<file path="src/hdl/alu_pkg.sv">
package alu_pkg;

    typedef logic [31:0] word_t;    // operand / result word
    typedef logic [7:0]  aluop_t;   // alu opcode
    typedef logic [3:0]  count_t;   // queue / fifo occupancy
    typedef logic [2:0]  wb_adr_t;  // wishbone word address

    // alu opcodes, 0 is left unused
    localparam aluop_t ALU_ADDW      = 8'h01;
    localparam aluop_t ALU_SUBW      = 8'h02;
    localparam aluop_t ALU_ADDIW     = 8'h03;
    localparam aluop_t ALU_PCADDU12I = 8'h04;
    localparam aluop_t ALU_CACOP     = 8'h05;
    localparam aluop_t ALU_AND       = 8'h06;
    localparam aluop_t ALU_ANDI      = 8'h07;
    localparam aluop_t ALU_OR        = 8'h08;
    localparam aluop_t ALU_ORI       = 8'h09;
    localparam aluop_t ALU_LU12I     = 8'h0a;
    localparam aluop_t ALU_XOR       = 8'h0b;
    localparam aluop_t ALU_XORI      = 8'h0c;
    localparam aluop_t ALU_NOR       = 8'h0d;
    localparam aluop_t ALU_SLLW      = 8'h0e;
    localparam aluop_t ALU_SLLIW     = 8'h0f;
    localparam aluop_t ALU_SRLW      = 8'h10;
    localparam aluop_t ALU_SRLIW     = 8'h11;
    localparam aluop_t ALU_SRAW      = 8'h12;
    localparam aluop_t ALU_SRAIW     = 8'h13;
    localparam aluop_t ALU_SLT       = 8'h14;
    localparam aluop_t ALU_SLTU      = 8'h15;
    localparam aluop_t ALU_SLTI      = 8'h16;
    localparam aluop_t ALU_SLTUI     = 8'h17;

    localparam int NUM_LANES  = 4;
    localparam int LANE_IDX_W = 2;   // log2 of NUM_LANES
    localparam int CMD_DEPTH  = 4;   // request queue entries
    localparam int CMD_PTR_W  = 2;
    localparam int RES_DEPTH  = 8;   // result fifo entries
    localparam int RES_PTR_W  = 3;

    // register map
    localparam wb_adr_t ADR_REG1   = 3'd0;
    localparam wb_adr_t ADR_REG2   = 3'd1;
    localparam wb_adr_t ADR_OP     = 3'd2;
    localparam wb_adr_t ADR_RESULT = 3'd3;
    localparam wb_adr_t ADR_STATUS = 3'd4;

    typedef struct packed {
        aluop_t opcode;
        word_t  reg1;
        word_t  reg2;
    } alu_req_t;    // 72 bits

    typedef enum logic {
        WB_IDLE,
        WB_ACK
    } wb_state_t;

endpackage

</file>
<file path="src/hdl/regular_alu.sv">
module regular_alu (
    input  alu_pkg::aluop_t aluop,
    input  alu_pkg::word_t  reg1,
    input  alu_pkg::word_t  reg2,
    output alu_pkg::word_t  result
);

    import alu_pkg::*;

    logic   do_sub;        // adder runs as subtractor
    logic   signed_cmp;
    logic   reg1_lt_reg2;
    word_t  reg2_mux;
    word_t  sum_result;
    word_t  sra_fill;      // sign bits shifted in by sraw
    logic [4:0] shamt;

    assign do_sub     = (aluop == ALU_SUBW) || (aluop == ALU_SLT) || (aluop == ALU_SLTI);
    assign signed_cmp = (aluop == ALU_SLT) || (aluop == ALU_SLTI);

    assign reg2_mux   = do_sub ? (~reg2 + 32'd1) : reg2;
    assign sum_result = reg1 + reg2_mux;   // single shared adder

    // signed: negative vs positive, or same sign and negative difference
    always_comb begin
        if (signed_cmp) begin
            reg1_lt_reg2 = (reg1[31] && !reg2[31]) ||
                           ((reg1[31] == reg2[31]) && sum_result[31]);
        end else begin
            reg1_lt_reg2 = (reg1 < reg2);   // sltu / sltui
        end
    end

    assign shamt    = reg2[4:0];
    assign sra_fill = {32{reg1[31]}} & ~(32'hffff_ffff >> shamt);

    always_comb begin
        case (aluop)
            ALU_ADDW, ALU_SUBW, ALU_ADDIW, ALU_PCADDU12I, ALU_CACOP: begin
                result = sum_result;
            end
            ALU_AND, ALU_ANDI: begin
                result = reg1 & reg2;
            end
            ALU_OR, ALU_ORI, ALU_LU12I: begin
                result = reg1 | reg2;   // lu12i arrives with reg1 = 0
            end
            ALU_XOR, ALU_XORI: begin
                result = reg1 ^ reg2;
            end
            ALU_NOR: begin
                result = ~(reg1 | reg2);
            end
            ALU_SLLW, ALU_SLLIW: begin
                result = reg1 << shamt;
            end
            ALU_SRLW, ALU_SRLIW: begin
                result = reg1 >> shamt;
            end
            ALU_SRAW, ALU_SRAIW: begin
                result = (reg1 >> shamt) | sra_fill;
            end
            ALU_SLT, ALU_SLTU, ALU_SLTI, ALU_SLTUI: begin
                result = {31'b0, reg1_lt_reg2};
            end
            default: begin
                result = 32'b0;
            end
        endcase
    end

endmodule

</file>
<file path="src/hdl/alu_lane.sv">
module alu_lane #(
    parameter int LANE_ID = 0
) (
    input  logic             clk,
    input  logic             rst,
    input  logic             issue_valid,
    input  alu_pkg::alu_req_t issue_req,
    output logic             lane_valid,
    output alu_pkg::word_t   lane_result
);

    import alu_pkg::*;

    word_t alu_result;

    regular_alu u_alu (
        .aluop  (issue_req.opcode),
        .reg1   (issue_req.reg1),
        .reg2   (issue_req.reg2),
        .result (alu_result)
    );

    always_ff @(posedge clk) begin
        if (rst) begin
            lane_valid <= 1'b0;
        end else begin
            lane_valid <= issue_valid;   // one cycle latency
        end
    end

    always_ff @(posedge clk) begin
        if (issue_valid) begin
            lane_result <= alu_result;
        end
    end

endmodule

</file>
<file path="src/hdl/issue_dispatcher.sv">
module issue_dispatcher (
    input  logic                          clk,
    input  logic                          rst,
    input  logic                          push,
    input  alu_pkg::alu_req_t             push_req,
    output logic                          full,
    input  logic                          room,
    output logic [alu_pkg::NUM_LANES-1:0] issue_valid,
    output alu_pkg::alu_req_t             issue_req
);

    import alu_pkg::*;

    alu_req_t              queue [CMD_DEPTH];
    logic [CMD_PTR_W-1:0]  wr_ptr;
    logic [CMD_PTR_W-1:0]  rd_ptr;
    count_t                count;
    logic [LANE_IDX_W-1:0] rr_ptr;    // next lane to receive work
    logic                  push_ok;
    logic                  issue;

    assign full      = (count == count_t'(CMD_DEPTH));
    assign push_ok   = push && !full;
    assign issue     = room && (count != '0);
    assign issue_req = queue[rd_ptr];

    // one-hot issue to the round-robin lane
    always_comb begin
        for (int i = 0; i < NUM_LANES; i++) begin
            issue_valid[i] = issue && (rr_ptr == LANE_IDX_W'(i));
        end
    end

    always_ff @(posedge clk) begin
        if (push_ok) begin
            queue[wr_ptr] <= push_req;
        end
    end

    always_ff @(posedge clk) begin
        if (rst) begin
            wr_ptr <= '0;
            rd_ptr <= '0;
            count  <= '0;
            rr_ptr <= '0;
        end else begin
            if (push_ok) begin
                wr_ptr <= wr_ptr + 1'b1;   // wraps at CMD_DEPTH
            end
            if (issue) begin
                rd_ptr <= rd_ptr + 1'b1;
                rr_ptr <= rr_ptr + 1'b1;
            end
            case ({push_ok, issue})
                2'b10:   count <= count + 1'b1;
                2'b01:   count <= count - 1'b1;
                default: count <= count;
            endcase
        end
    end

endmodule

</file>
<file path="src/hdl/result_collector.sv">
module result_collector (
    input  logic                          clk,
    input  logic                          rst,
    input  logic [alu_pkg::NUM_LANES-1:0] lane_valid,
    input  alu_pkg::word_t                lane_result [alu_pkg::NUM_LANES],
    output logic                          room,
    input  logic                          pop,
    output alu_pkg::word_t                res_data,
    output alu_pkg::count_t               res_count
);

    import alu_pkg::*;

    word_t                fifo [RES_DEPTH];
    logic [RES_PTR_W-1:0] wr_ptr;
    logic [RES_PTR_W-1:0] rd_ptr;
    count_t               count;
    count_t               n_valid;   // lane outputs landing this edge
    count_t               free;
    word_t                sel_result;
    logic                 push;
    logic                 pop_ok;

    // lanes retire in issue order, so at most one is valid per cycle
    always_comb begin
        sel_result = '0;
        n_valid    = '0;
        for (int i = 0; i < NUM_LANES; i++) begin
            if (lane_valid[i]) begin
                sel_result = lane_result[i];
                n_valid    = n_valid + 1'b1;
            end
        end
    end

    assign push      = |lane_valid;
    assign pop_ok    = pop && (count != '0);
    assign free      = count_t'(RES_DEPTH) - count;
    assign room      = (free > n_valid);   // keep a slot for work now in flight
    assign res_data  = fifo[rd_ptr];
    assign res_count = count;

    always_ff @(posedge clk) begin
        if (push) begin
            fifo[wr_ptr] <= sel_result;
        end
    end

    always_ff @(posedge clk) begin
        if (rst) begin
            wr_ptr <= '0;
            rd_ptr <= '0;
            count  <= '0;
        end else begin
            if (push) begin
                wr_ptr <= wr_ptr + 1'b1;
            end
            if (pop_ok) begin
                rd_ptr <= rd_ptr + 1'b1;
            end
            case ({push, pop_ok})
                2'b10:   count <= count + 1'b1;
                2'b01:   count <= count - 1'b1;
                default: count <= count;   // idle or push and pop together
            endcase
        end
    end

endmodule

</file>
<file path="src/hdl/wb_alu_regs.sv">
module wb_alu_regs (
    input  logic              clk,
    input  logic              rst,
    input  logic              cyc,
    input  logic              stb,
    input  logic              we,
    input  alu_pkg::wb_adr_t  adr,
    input  alu_pkg::word_t    dat_w,
    output alu_pkg::word_t    dat_r,
    output logic              ack,
    output logic              push,
    output alu_pkg::alu_req_t push_req,
    input  logic              full,
    output logic              pop,
    input  alu_pkg::word_t    res_data,
    input  alu_pkg::count_t   res_count
);

    import alu_pkg::*;

    wb_state_t state;
    word_t     reg1_q;
    word_t     reg2_q;
    word_t     rd_data;
    logic      access;
    logic      op_write;
    logic      accept;    // access taken this cycle, ack follows

    assign access   = (state == WB_IDLE) && cyc && stb;
    assign op_write = we && (adr == ADR_OP);
    assign accept   = access && !(op_write && full);   // hold off while queue full
    assign ack      = (state == WB_ACK);

    assign push = accept && op_write;
    assign pop  = accept && !we && (adr == ADR_RESULT) && (res_count != '0);

    always_comb begin
        push_req.opcode = dat_w[7:0];
        push_req.reg1   = reg1_q;
        push_req.reg2   = reg2_q;
    end

    always_comb begin
        case (adr)
            ADR_REG1: begin
                rd_data = reg1_q;
            end
            ADR_REG2: begin
                rd_data = reg2_q;
            end
            ADR_RESULT: begin
                rd_data = (res_count != '0) ? res_data : '0;   // empty reads 0
            end
            ADR_STATUS: begin
                rd_data = {23'b0, full, 4'b0, res_count};
            end
            default: begin
                rd_data = '0;
            end
        endcase
    end

    always_ff @(posedge clk) begin
        if (rst) begin
            state <= WB_IDLE;
        end else begin
            case (state)
                WB_IDLE: begin
                    if (accept) begin
                        state <= WB_ACK;
                    end
                end
                WB_ACK: begin
                    state <= WB_IDLE;   // single-cycle ack
                end
                default: begin
                    state <= WB_IDLE;
                end
            endcase
        end
    end

    // host-visible operands
    always_ff @(posedge clk) begin
        if (rst) begin
            reg1_q <= '0;
            reg2_q <= '0;
        end else if (accept && we) begin
            if (adr == ADR_REG1) begin
                reg1_q <= dat_w;
            end
            if (adr == ADR_REG2) begin
                reg2_q <= dat_w;
            end
        end
    end

    always_ff @(posedge clk) begin
        if (accept && !we) begin
            dat_r <= rd_data;   // valid with ack
        end
    end

endmodule

</file>
<file path="src/hdl/alu_cluster_top.sv">
module alu_cluster_top (
    input  logic             clk,
    input  logic             rst,
    input  logic             cyc,
    input  logic             stb,
    input  logic             we,
    input  alu_pkg::wb_adr_t adr,
    input  alu_pkg::word_t   dat_w,
    output alu_pkg::word_t   dat_r,
    output logic             ack
);

    import alu_pkg::*;

    logic                 push;
    alu_req_t             push_req;
    logic                 full;
    logic                 room;
    logic [NUM_LANES-1:0] issue_valid;
    alu_req_t             issue_req;
    logic [NUM_LANES-1:0] lane_valid;
    word_t                lane_result [NUM_LANES];
    logic                 pop;
    word_t                res_data;
    count_t               res_count;

    wb_alu_regs u_regs (
        .clk       (clk),
        .rst       (rst),
        .cyc       (cyc),
        .stb       (stb),
        .we        (we),
        .adr       (adr),
        .dat_w     (dat_w),
        .dat_r     (dat_r),
        .ack       (ack),
        .push      (push),
        .push_req  (push_req),
        .full      (full),
        .pop       (pop),
        .res_data  (res_data),
        .res_count (res_count)
    );

    issue_dispatcher u_dispatch (
        .clk         (clk),
        .rst         (rst),
        .push        (push),
        .push_req    (push_req),
        .full        (full),
        .room        (room),
        .issue_valid (issue_valid),
        .issue_req   (issue_req)
    );

    for (genvar i = 0; i < NUM_LANES; i++) begin : g_lane
        alu_lane #(
            .LANE_ID (i)
        ) u_lane (
            .clk         (clk),
            .rst         (rst),
            .issue_valid (issue_valid[i]),
            .issue_req   (issue_req),     // shared, qualified per lane
            .lane_valid  (lane_valid[i]),
            .lane_result (lane_result[i])
        );
    end

    result_collector u_collect (
        .clk         (clk),
        .rst         (rst),
        .lane_valid  (lane_valid),
        .lane_result (lane_result),
        .room        (room),
        .pop         (pop),
        .res_data    (res_data),
        .res_count   (res_count)
    );

endmodule

</file>
<file path="config.mk">
export PLATFORM = sky130hd
export DESIGN_NAME = alu_cluster_top
export DESIGN_NICKNAME = d
export VERILOG_FILES = /design/src/hdl/alu_pkg.sv /design/src/hdl/regular_alu.sv /design/src/hdl/alu_lane.sv /design/src/hdl/issue_dispatcher.sv /design/src/hdl/result_collector.sv /design/src/hdl/wb_alu_regs.sv /design/src/hdl/alu_cluster_top.sv
export SDC_FILE = /design/constraint.sdc
export NUM_CORES = 1
export LEC_CHECK = 0
export BUFFER_PORTS_ARGS = -buffer_cell sky130_fd_sc_hd__clkbuf_2
export CAP_MARGIN = 20
export CORE_MARGIN = 2
export CORE_UTILIZATION = 29
export CTS_CLUSTER_DIAMETER = 60
export DETAILED_ROUTE_END_ITERATION = 12
export PLACE_DENSITY = 0.44
export SYNTH_ARGS = -nofsm -noshare
export SYNTH_HDL_FRONTEND = slang
export SYNTH_SLANG_ARGS = --single-unit
</file>
<file path="constraint.sdc">
create_clock -name clk -period 9 [get_ports clk]
set_clock_uncertainty 0.1 [all_clocks]
set_input_delay 0.9 -clock clk [delete_from_list [all_inputs] [get_ports clk]]
set_output_delay 0.9 -clock clk [all_outputs]
set_load 0.05 [all_outputs]
</file>
==> flow_summary.ini, run 1 <==
[synth]
syn-instance-count = 2939
postSynthRegisterBits = 798
number_of_warning_messages_in_the_yosys_log = 0
synth.top_cells.by_area = sky130_fd_sc_hd__edfxtp_1 (55%), sky130_fd_sc_hd__mux4_2 (7.5%), sky130_fd_sc_hd__ha_1 (5.1%)
synthDominantAreaCellType = sky130_fd_sc_hd__edfxtp_1
async_flop_share_pct = 0
synthesis.area_um2 = 38600
synth_fp_nets = 3138
ys_types = 87
synth_enable_flop_cells = 704
postSynthAreaPerCell_um2 = 13.1
synthFlopType = sky130_fd_sc_hd__edfxtp_1
synth_seq_area_share_pct = 59.7
yosys_top_cell_area_share_pct = 54.8

[setup_path]
cp-end-kind = flop
critical_path.max_fanout = 37
setup.worst_path.start_class = flop
timing_worst_setup_path_type = reg -> reg
timing.reg2reg.setup_slack_ns = 2.45
required_ns = 9.28
arrival_ns = 6.83

[cts]
number_of_cts_inserted_buffers = 81
worst_skew_pair.late_latency_ns = 0.66
cts.repair.resized = 0
cts_tree = done
htree_levels = 3
clk_transition_reported_paths_ns = 0.06
post_cts_buffers = 0
cts.hold.buffers_added = 0
ctsLongestPathBuffers = 3
clock_sink_count = 798
ctsRootBufferMaster = sky130_fd_sc_hd__clkbuf_16

[sta]
worst_hold_slack_ns = 0.365
rsz0062_at_grt = false
final_critical_path_time_including_i_o_delays_and_setup_ns = 6.55
hold_viol = 0
fin_tns_setup_ns = 0
final.setup.worst_slack_ns = 2.45
report.final.setup_viol = 0
tightestPinTransition_ns = 1.20
max_freq_mhz = 153
slew_headroom_pct = 19.1
min_period_over_period_pct = 72.8
slew_violations = 0

[outcome]
outcome = finished, final reports clean

[place]
place_hpwl_mm = 90.9
numPortBuffers = 72
place_inst = 4670
gp_routability_congestion = 0.972
dpl-instance-area_um2 = 41100
place_worst_setup_slack_ns = 2.57

[global_routing]
first_global_vias = 24800
gr-usage-all-layers_pct = 19.1
global_route.overflow_total = 0
wire_length_of_the_first_global_routing_pass_mm = 187
grt_start_max_net_pins = 78
grt_antenna_before_repair = 7

[routing]
post_detailed_route_drc_marker_count = 0
num_vias = 25400
vias_per_cell = 5.26
dr.pass1.iters = 6
postRouteAntennaNets = 0
postRouteWirelength_mm = 131
drt-wirelength-per-cell_um = 27.2
first_iter_violations = 2582

[die]
start_util_pct = 29.3
die_w_um = 369
fp.dieArea_um2 = 136000
floorplan.die.height_um = 369
number_of_top_level_design_ports = 73
floorplan.core_area_um2 = 132000
row_count = 133

[pwr]
worst_ir_drop_vdd_mv = 0.140
power_mw = 7.65
cellPowerDensity_nw_per_um2 = 174
leakage_power_nw = 15.7

[cells_and_area]
layout.cell_area.non_filler_um2 = 44000
synthToLayoutAreaGrowth_pct = 14.0
final-instance-count-excl-fill = 4824
post_route_cells_drive_above_1_share_pct = 16.0
final_nets = 3202
finalCoreUtilization_pct = 33.4

[flow_run]
maxcap_violations = 0

[hold_path]
hp-class = in -> reg
holdCritStartpoint = dat_w[27]
worst max-delay path, cell delays in order (launching register included):
cell and delay (ns):
sky130_fd_sc_hd__dfxtp_4 0.76, sky130_fd_sc_hd__mux4_2 0.98, sky130_fd_sc_hd__or2_1 0.54, sky130_fd_sc_hd__nor4_4 0.49, sky130_fd_sc_hd__and3_1 0.31, sky130_fd_sc_hd__a21oi_1 0.10, sky130_fd_sc_hd__xnor2_1 0.16, sky130_fd_sc_hd__ha_1 0.40
sky130_fd_sc_hd__a21o_1 0.24, sky130_fd_sc_hd__a221oi_1 0.47, sky130_fd_sc_hd__o31ai_1 0.18, sky130_fd_sc_hd__a2111o_1 0.34, sky130_fd_sc_hd__a21oi_1 0.34, sky130_fd_sc_hd__xnor2_1 0.17, sky130_fd_sc_hd__nor2_1 0.06, sky130_fd_sc_hd__or4_1 0.59
cells by family (layout without fill, tap and decap cells):
family	after synthesis	in the layout	share of synthesized area, %
xor gates and xnor gates	69	69	1.57
buffers and inverters	269	398	2.80
and+or+nand+nor	715	715	8.19
other	1	2	0.00972
AOI/OAI and AO/OA	635	635	10.6
muxes	293	293	11.9
adders and majority gates	159	159	5.21
DFF	798	798	59.7
Yosys cell counts, types with 39 or more instances:
| master | n |
|---|---|
| sky130_fd_sc_hd__inv_1 | 102 |
| sky130_fd_sc_hd__nand2_1 | 302 |
| sky130_fd_sc_hd__nor2_1 | 228 |
| sky130_fd_sc_hd__nor3_1 | 40 |
| sky130_fd_sc_hd__edfxtp_1 | 704 |
| sky130_fd_sc_hd__mux2i_1 | 124 |
| sky130_fd_sc_hd__a22oi_1 | 69 |
| sky130_fd_sc_hd__mux4_2 | 129 |
| sky130_fd_sc_hd__dfxtp_1 | 94 |
| sky130_fd_sc_hd__ha_1 | 156 |
| sky130_fd_sc_hd__a21oi_1 | 207 |
| sky130_fd_sc_hd__xnor2_1 | 52 |
| sky130_fd_sc_hd__mux2_2 | 39 |
| sky130_fd_sc_hd__o21ai_0 | 130 |
| sky130_fd_sc_hd__clkbuf_1 | 119 |
layout by cell type, fill, tap and decap left out, types with 9 or more instances in the layout:
master and n:
sky130_fd_sc_hd__o221ai_1 10, sky130_fd_sc_hd__a221o_1 9, sky130_fd_sc_hd__mux2_2 39, sky130_fd_sc_hd__o21ai_0 122, sky130_fd_sc_hd__clkbuf_1 18, sky130_fd_sc_hd__nand2_1 302, sky130_fd_sc_hd__a211oi_1 19, sky130_fd_sc_hd__nor2_1 220
sky130_fd_sc_hd__ha_1 156, sky130_fd_sc_hd__nor4_1 13, sky130_fd_sc_hd__a222oi_1 11, sky130_fd_sc_hd__mux2i_1 124, sky130_fd_sc_hd__nand3_1 24, sky130_fd_sc_hd__inv_1 101, sky130_fd_sc_hd__mux4_2 128, sky130_fd_sc_hd__clkbuf_16 82
sky130_fd_sc_hd__buf_4 71, sky130_fd_sc_hd__clkbuf_2 71, sky130_fd_sc_hd__or3_1 10, sky130_fd_sc_hd__xnor2_1 52, sky130_fd_sc_hd__o22ai_1 17, sky130_fd_sc_hd__clkinv_2 9, sky130_fd_sc_hd__a22oi_1 69, sky130_fd_sc_hd__a21oi_1 207
sky130_fd_sc_hd__nor2b_1 10, sky130_fd_sc_hd__bufinv_16 12, sky130_fd_sc_hd__o211ai_1 32, sky130_fd_sc_hd__a221oi_1 21, sky130_fd_sc_hd__clkinv_1 10, sky130_fd_sc_hd__nor3_1 35, sky130_fd_sc_hd__edfxtp_1 704, sky130_fd_sc_hd__nand2b_1 20
sky130_fd_sc_hd__xor2_1 17, sky130_fd_sc_hd__a21o_1 18, sky130_fd_sc_hd__dfxtp_1 87, sky130_fd_sc_hd__and3_1 12
sequential cells by signal (all words and copies together) (netlist names), named ones only:
name and count:
u_dispatch.wr_ptr 2, u_dispatch.queue 288, u_regs.reg2_q 32, u_collect.rd_ptr 3, u_regs.dat_r 32, u_regs.reg1_q 32, u_dispatch.rd_ptr 2, u_regs.ack 1
u_dispatch.rr_ptr 2, g_lane.u_lane.lane_valid 4, u_collect.res_count 4, u_collect.fifo 256, u_collect.wr_ptr 3, u_dispatch.count 4, g_lane.u_lane.lane_result 128
path summary, 6_finish.rpt:
path,endpoint,cells after the start
max,g_lane[2].u_lane.lane_result[25]$_DFFE_PP_,15
min,u_regs.reg1_q[27]$_SDFFE_PP0P_,3
max reg2reg,g_lane[2].u_lane.lane_result[25]$_DFFE_PP_,15
min reg2reg,u_collect.wr_ptr[0]$_SDFFE_PP0P_,2
layer usage:
layer / share of wire [%] / GRT usage [%] / vias to the layer above
li1: - / - / 11400
met1: 45 / 26.6 / 13000
met2: 46 / 30.5 / 808
met3: 5.6 / 3.01 / 165
met4: 2.9 / 5.91 / 4
met5: 0.014 / 0 / -
final cells by class:
| type | count | area, um2 |
|---|---|---|
| Tap cell | 1755 | 2200 |
| Timing Repair Buffer | 147 | 930 |
| Inverter | 103 | 387 |
| Multi-Input combinational cell | 1872 | 14600 |
| Fill cell | 13100 | 87800 |
| Antenna cell | 1 | 2.50 |
| Clock buffer | 105 | 2190 |
| Clock inverter | 43 | 614 |
| Sequential cell | 798 | 23000 |
power breakdown:
part | total, mW | switching, mW | leakage (nW) | internal (mW)
registers | 3.99 | 0.00714 | 8.27 | 3.98
clock network | 3.54 | 1.46 | 1.36 | 2.08
logic | 0.123 | 0.0914 | 6.03 | 0.0316
Note: power is estimated with default switching activity, not from simulation.
==> inputs of run 2 (changes only) <==
==> constraint.sdc (replaced) <==
create_clock -name clk -period 6.9 [get_ports clk]
set_clock_uncertainty 0.1 [all_clocks]
set_input_delay 0.69 -clock clk [delete_from_list [all_inputs] [get_ports clk]]
set_output_delay 0.69 -clock clk [all_outputs]
set_load 0.05 [all_outputs]
==> flow_summary.ini, run 2 (synthesis gave the netlist of run 1 again) <==
[sta]
final_critical_path_time_including_i_o_delays_and_setup_ns = 6.16
tightestPinTransition_ns = 1.11
hold_viol = 0
report.final.setup_viol = 0
slew_headroom_pct = 25.5
fin_tns_setup_ns = 0
min_period_over_period_pct = 89.2
max_freq_mhz = 162
rsz0062_at_grt = false
slew_violations = 0

[cells_and_area]
largest_register_ff_count = 288
mostFrequentLayoutCell = sky130_fd_sc_hd__edfxtp_1
largest_register = u_dispatch.queue
largest_registers = u_dispatch.queue x288, u_collect.fifo x256, g_lane.u_lane.lane_result x128
layout_common_cells = sky130_fd_sc_hd__edfxtp_1 (704), sky130_fd_sc_hd__nand2_1 (302), sky130_fd_sc_hd__nor2_1 (220)
post_route_cells_drive_above_1_share_pct = 16.3
final_nets = 3215
synthToLayoutAreaGrowth_pct = 14.0
layout.cell_area.non_filler_um2 = 44000

[setup_path]
arrival_ns = 6.44
critical_path.max_fanout = 31
worst-path-buf-inv = 1
worstReg2RegEnd = g_lane[2].u_lane.lane_result[25]$_DFFE_PP_
setup.worst_path.start_class = flop
timing.reg2reg.setup_slack_ns = 0.74
max_stage_delay_ns = 0.80
reg2regPathDepth = 17
timing_worst_setup_path_type = reg -> reg
delay_heaviest_family_cp = simple AND/OR/NAND/NOR gates
worst_path_cell_trace = mux4_4 > inv_1 > ha_1 > nand3_1 > nor2_1 > nand3_1 > o21ai_0 > xnor2_1 > ha_1 > and3_1 > a221oi_1 > o31ai_1 > a2111o_1 > a21oi_1 > xnor2_1 > nor2_1 > or4_1
timing.critical_path.slowest_stage_cell = sky130_fd_sc_hd__mux4_4
cp-end-kind = flop
required_ns = 7.18

[hold_path]
timing.hold.worst_endpoint = u_regs.reg1_q[27]$_SDFFE_PP0P_
min_path_cells = 3
holdCritStartpoint = dat_w[27]
hp-class = in -> reg

[pwr]
worst_ir_drop_vdd_mv = 0.313
cellPowerDensity_nw_per_um2 = 224
leakage_power_nw = 15.7

[place]
numPortBuffers = 72
gp_routability_congestion = 0.999
place_hpwl_mm = 90.1
dpl-instance-area_um2 = 41200

[cts]
cts_tree = done
number_of_cts_inserted_buffers = 83
clk_transition_reported_paths_ns = 0.06
ctsRootBufferMaster = sky130_fd_sc_hd__clkbuf_16
cts.hold.buffers_added = 0
htree_levels = 3
cts.repair.resized = 0
worst_skew_pair.late_latency_ns = 0.66
clock_sink_count = 798
post_cts_buffers = 0
ctsLongestPathBuffers = 3

[global_routing]
first_global_vias = 24900
wire_length_of_the_first_global_routing_pass_mm = 186
grt_antenna_before_repair = 2
grt_start_max_net_pins = 78
global_route.overflow_total = 0
gr-usage-all-layers_pct = 18.9

[routing]
num_vias = 25400
postRouteAntennaNets = 0
dr.pass1.iters = 7
post_detailed_route_drc_marker_count = 0
vias_per_cell = 5.25
first_iter_violations = 2589
postRouteWirelength_mm = 129
drt-wirelength-per-cell_um = 26.7

[die]
floorplan.core_area_um2 = 132000
floorplan.die.height_um = 369
fp.dieArea_um2 = 136000
die_w_um = 369
start_util_pct = 29.3
row_count = 133
number_of_top_level_design_ports = 73

[outcome]
outcome = finished, final reports clean

[flow_run]
maxcap_violations = 0
==> run 2: changes by cell type in the layout (fill, tap and decap cells not counted), moves of 2 or more <==
cell / previous run / this run
sky130_fd_sc_hd__bufinv_16: 12 / 7
sky130_fd_sc_hd__clkbuf_16: 82 / 84
sky130_fd_sc_hd__buf_4: 71 / 83
sky130_fd_sc_hd__clkbuf_1: 18 / 24
sky130_fd_sc_hd__inv_8: 0 / 2
sky130_fd_sc_hd__clkinv_2: 9 / 13
==> run 2: power breakdown <==
part	internal, mW	switching [mW]	leakage, nW
clock	2.59	1.90	1.33
combinational	0.0417	0.119	6.08
sequential	5.19	0.00950	8.27
total	7.82	2.03	15.7
==> run 2: worst max path at each step <==
stage               cells past startpoint  slack, ns                                    endpoint  startpoint
detailed placement                     16       0.73  g_lane[3].u_lane.lane_result[25]$_DFFE_PP_        flop
finish                                 17       0.74  g_lane[2].u_lane.lane_result[25]$_DFFE_PP_        flop
CTS                                    17       0.76  g_lane[3].u_lane.lane_result[25]$_DFFE_PP_        flop
floorplan                              22       1.00  g_lane[0].u_lane.lane_result[25]$_DFFE_PP_        flop
global placement                       16       0.70  g_lane[3].u_lane.lane_result[25]$_DFFE_PP_        flop
global route                           17       0.35  g_lane[2].u_lane.lane_result[25]$_DFFE_PP_        flop
==> run 2: area by class of cell <==
cell class | count | area, um2
antenna | 2 | 5.00
multi-input combinational | 1872 | 14600
tap | 1755 | 2200
clock buffer | 113 | 2260
timing repair buffer | 158 | 1010
fill | 13100 | 87800
sequential | 798 | 23000
clock inverter | 42 | 469
inverter | 103 | 387
==> run 2: routing by layer <==
metal	share of wire (%)	track usage (%)
met4	3.5	6.68
met2	45	29.3
met3	4.9	2.30
met1	46	27.1
met5	0	0
==> run 2: through the flow <==
stage               hold WS, ns  worst slack [ns]  util (%)  total power [mW]  std cells
floorplan                 0.362              1.00         -              5.39       2939
global placement          0.384             0.701      31.3              5.47       4678
detailed placement        0.382             0.733      31.3              5.47       4681
CTS                       0.113             0.755      33.3              9.96       4836
global route              0.149             0.350      33.4              10.2       4841
finish                    0.164             0.742      33.4              9.85       4843
==> run 2: worst reg2reg max path: cells and delay by family, from the launching register on <==
kind / cells / cell delay (ns)
compound gates: 5 / 1.42
simple gates: 6 / 1.67
flops: 1 / 0.75
xor+xnor: 2 / 0.28
mux: 1 / 0.83
fa+ha+maj: 2 / 0.67
buf+inv: 1 / 0.21
==> inputs of run 3 (changes only) <==
--- a/config.mk
+++ b/config.mk
@@ -5,8 +5,10 @@
 export SDC_FILE = /design/constraint.sdc
 export NUM_CORES = 1
 export LEC_CHECK = 0
+export ABC_AREA = 1
 export BUFFER_PORTS_ARGS = -buffer_cell sky130_fd_sc_hd__clkbuf_2
 export CAP_MARGIN = 20
+export CORE_ASPECT_RATIO = 1.75
 export CORE_MARGIN = 2
 export CORE_UTILIZATION = 29
 export CTS_CLUSTER_DIAMETER = 60
==> flow_summary.ini, run 3 <==
[synth]
synth_common_cells = sky130_fd_sc_hd__nand2_1 (908), sky130_fd_sc_hd__edfxtp_1 (704), sky130_fd_sc_hd__nor2_1 (407), sky130_fd_sc_hd__nand3_1 (370), sky130_fd_sc_hd__inv_1 (344)
async_flop_share_pct = 0
synthesis.area_um2 = 40100
yosys.cell_count.top_type = sky130_fd_sc_hd__nand2_1
synth_fp_nets = 4290
ys_types = 57
synth_enable_flop_cells = 704
synthDominantAreaCellType = sky130_fd_sc_hd__edfxtp_1
syn-instance-count = 4091
postSynthRegisterBits = 798
synth_seq_area_share_pct = 57.4
postSynthAreaPerCell_um2 = 9.81
synth.top_cells.by_area = sky130_fd_sc_hd__edfxtp_1 (53%), sky130_fd_sc_hd__nand2_1 (8.5%), sky130_fd_sc_hd__ha_1 (4.9%)
yosys_top_cell_area_share_pct = 52.7
synthFlopType = sky130_fd_sc_hd__edfxtp_1
number_of_warning_messages_in_the_yosys_log = 0

[cts]
ctsLongestPathBuffers = 3
clk_transition_reported_paths_ns = 0.07
clock_sink_count = 798
cts_tree = done
worst_skew_pair.late_latency_ns = 0.67
number_of_cts_inserted_buffers = 72
htree_levels = 3
ctsRootBufferMaster = sky130_fd_sc_hd__clkbuf_16
post_cts_buffers = 0
cts.repair.resized = 0
cts.hold.buffers_added = 0

[place]
gp_routability_congestion = 0.976
numPortBuffers = 72
place_hpwl_mm = 107

[setup_path]
timing.reg2reg.setup_slack_ns = 1.19
cp-end-kind = flop
timing_worst_setup_path_type = reg -> reg
arrival_ns = 5.93
worst_path_cell_trace = buf_4 > nand2_1 > nand3_1 > nand2_2 > nand2_1 > nor2_1 > nand2_1 > nand2_2 > o21ai_0 > inv_1 > fa_1 > inv_1 > nand3_1 > nand2_1 > a21boi_0 > o21ai_0 > a21oi_1 > or2_2 > nand3_1 > nand4_1
timing.critical_path.slowest_stage_cell = sky130_fd_sc_hd__o21ai_0
required_ns = 7.12
max_stage_delay_ns = 0.77
timing.critical_path.mode_cell = sky130_fd_sc_hd__nand2_1
setup.worst_path.start_class = flop
critical_path.max_fanout = 40

[sta]
final_critical_path_time_including_i_o_delays_and_setup_ns = 5.71
fin_tns_setup_ns = 0
tightestPinTransition_ns = 1.09
slew_headroom_pct = 26.7
hold_viol = 0
max_freq_mhz = 175
report.final.setup_viol = 0
min_period_over_period_pct = 82.7
slew_violations = 0
rsz0062_at_grt = false

[routing]
first_iter_violations = 1807
postRouteWirelength_mm = 148
num_vias = 30500
postRouteAntennaNets = 0
drt-wirelength-per-cell_um = 24.6
post_detailed_route_drc_marker_count = 0
dr.pass1.iters = 5
vias_per_cell = 5.06

[pwr]
power_mw = 17.6
cellPowerDensity_nw_per_um2 = 390
worst_ir_drop_vdd_mv = 0.208
leakage_power_nw = 16.9

[cells_and_area]
mostFrequentLayoutCell = sky130_fd_sc_hd__nand2_1
post_route_cells_drive_above_1_share_pct = 8.71
largest_registers = u_dispatch.queue x288, u_collect.fifo x256, g_lane.u_lane.lane_result x128
synthToLayoutAreaGrowth_pct = 12.3
final_nets = 4333
layout_common_cells = sky130_fd_sc_hd__nand2_1 (906), sky130_fd_sc_hd__edfxtp_1 (704), sky130_fd_sc_hd__nor2_1 (389)
largest_register = u_dispatch.queue
largest_register_ff_count = 288

[die]
die_w_um = 285
row_count = 180
start_util_pct = 29.2
floorplan.core_area_um2 = 137000
fp.dieArea_um2 = 141000
floorplan.die.height_um = 496
number_of_top_level_design_ports = 73

[hold_path]
hp-class = in -> reg

[global_routing]
wire_length_of_the_first_global_routing_pass_mm = 212
grt_start_max_net_pins = 87
first_global_vias = 30100
gr-usage-all-layers_pct = 20.7
grt_antenna_before_repair = 3
global_route.overflow_total = 0

[flow_run]
maxcap_violations = 0

[outcome]
outcome = finished, final reports clean
-- run 3: cell types whose count changed in the layout (fill, tap and decap cells not counted), sizes merged, moves of 121 or more --
cell and change:
nand2 +618, nand3 +346, inv +250, nor2 +186, mux4 -129, a21oi -121
-- run 3: critical path, delay by kind of cell, from the launching register on --
family | cells | cell delay [ns]
AND/OR/NAND/NOR | 12 | 1.96
AO/OA/AOI/OAI | 4 | 1.54
buffers and inverters | 3 | 0.65
flip-flops | 1 | 0.64
adder cells (fa/ha/maj) | 1 | 0.40
-- run 3: where the power goes --
| part | leakage (nW) | switching (mW) | total (mW) | internal [mW] |
|---|---|---|---|---|
| clock | 1.09 | 1.85 | 3.94 | 2.09 |
| combinational | 8.51 | 5.78 | 7.87 | 2.09 |
| sequential | 7.27 | 0.113 | 5.76 | 5.65 |
| total | 16.9 | 7.75 | 17.6 | 9.82 |
-- run 3: kinds of logic (layout without fill, tap and decap cells) --
group,Yosys count,in the layout,synth area share [%]
AO/OA/AOI/OAI,682,682,11.1
XOR/XNOR,45,45,0.982
adder cells (fa/ha/maj),159,159,5.01
buffers and inverters,565,666,5.76
flip-flops,798,798,57.4
multiplexers,44,44,1.10
other,1,3,0.00934
AND/OR/NAND/NOR,1797,1797,18.7
-- run 3: routing by layer --
metal,part of all wire (%),up-vias,global-route usage [%]
met5,0,-,0
met4,7.1,0,13.3
met3,3.2,321,2.27
met2,53,756,38.6
met1,37,15000,22.0
li1,-,14400,-
-- run 3: cell type report --
| class | count | area (um2) |
|---|---|---|
| Antenna cell | 2 | 5.00 |
| Inverter | 356 | 1340 |
| Timing Repair Buffer | 178 | 1170 |
| Sequential cell | 798 | 23000 |
| Fill cell | 14300 | 92300 |
| Multi-Input combinational cell | 2728 | 15000 |
| Clock inverter | 39 | 288 |
| Tap cell | 1820 | 2280 |
| Clock buffer | 93 | 1970 |
-- run 3: stage by stage --
step / hold slack, ns / instance area [um2] / setup WS [ns] / cells / util [%]
6_report: 0.192 / 45100 / 1.19 / 6014 / 32.8
3_3_place_gp: 0.371 / 42700 / 1.24 / 5870 / 31.1
2_1_floorplan: 0.357 / 40100 / 2.02 / 4091 / -
3_5_place_dp: 0.375 / 42800 / 1.20 / 5872 / 31.1
5_1_grt: 0.177 / 45100 / 0.805 / 6013 / 32.8
4_1_cts: 0.136 / 45000 / 1.18 / 6004 / 32.8
-- run 3: final timing paths --
check,startpoint,end,cells past startpoint
hold / removal,dat_w[29],u_regs.reg1_q[29]$_SDFFE_PP0P_,3
hold reg to reg,u_collect.res_count[0]$_SDFFE_PP0P_,u_collect.res_count[0]$_SDFFE_PP0P_,2
setup reg to reg,flop,g_lane[0].u_lane.lane_result[18]$_DFFE_PP_,20
setup / recovery,flop,g_lane[0].u_lane.lane_result[18]$_DFFE_PP_,20
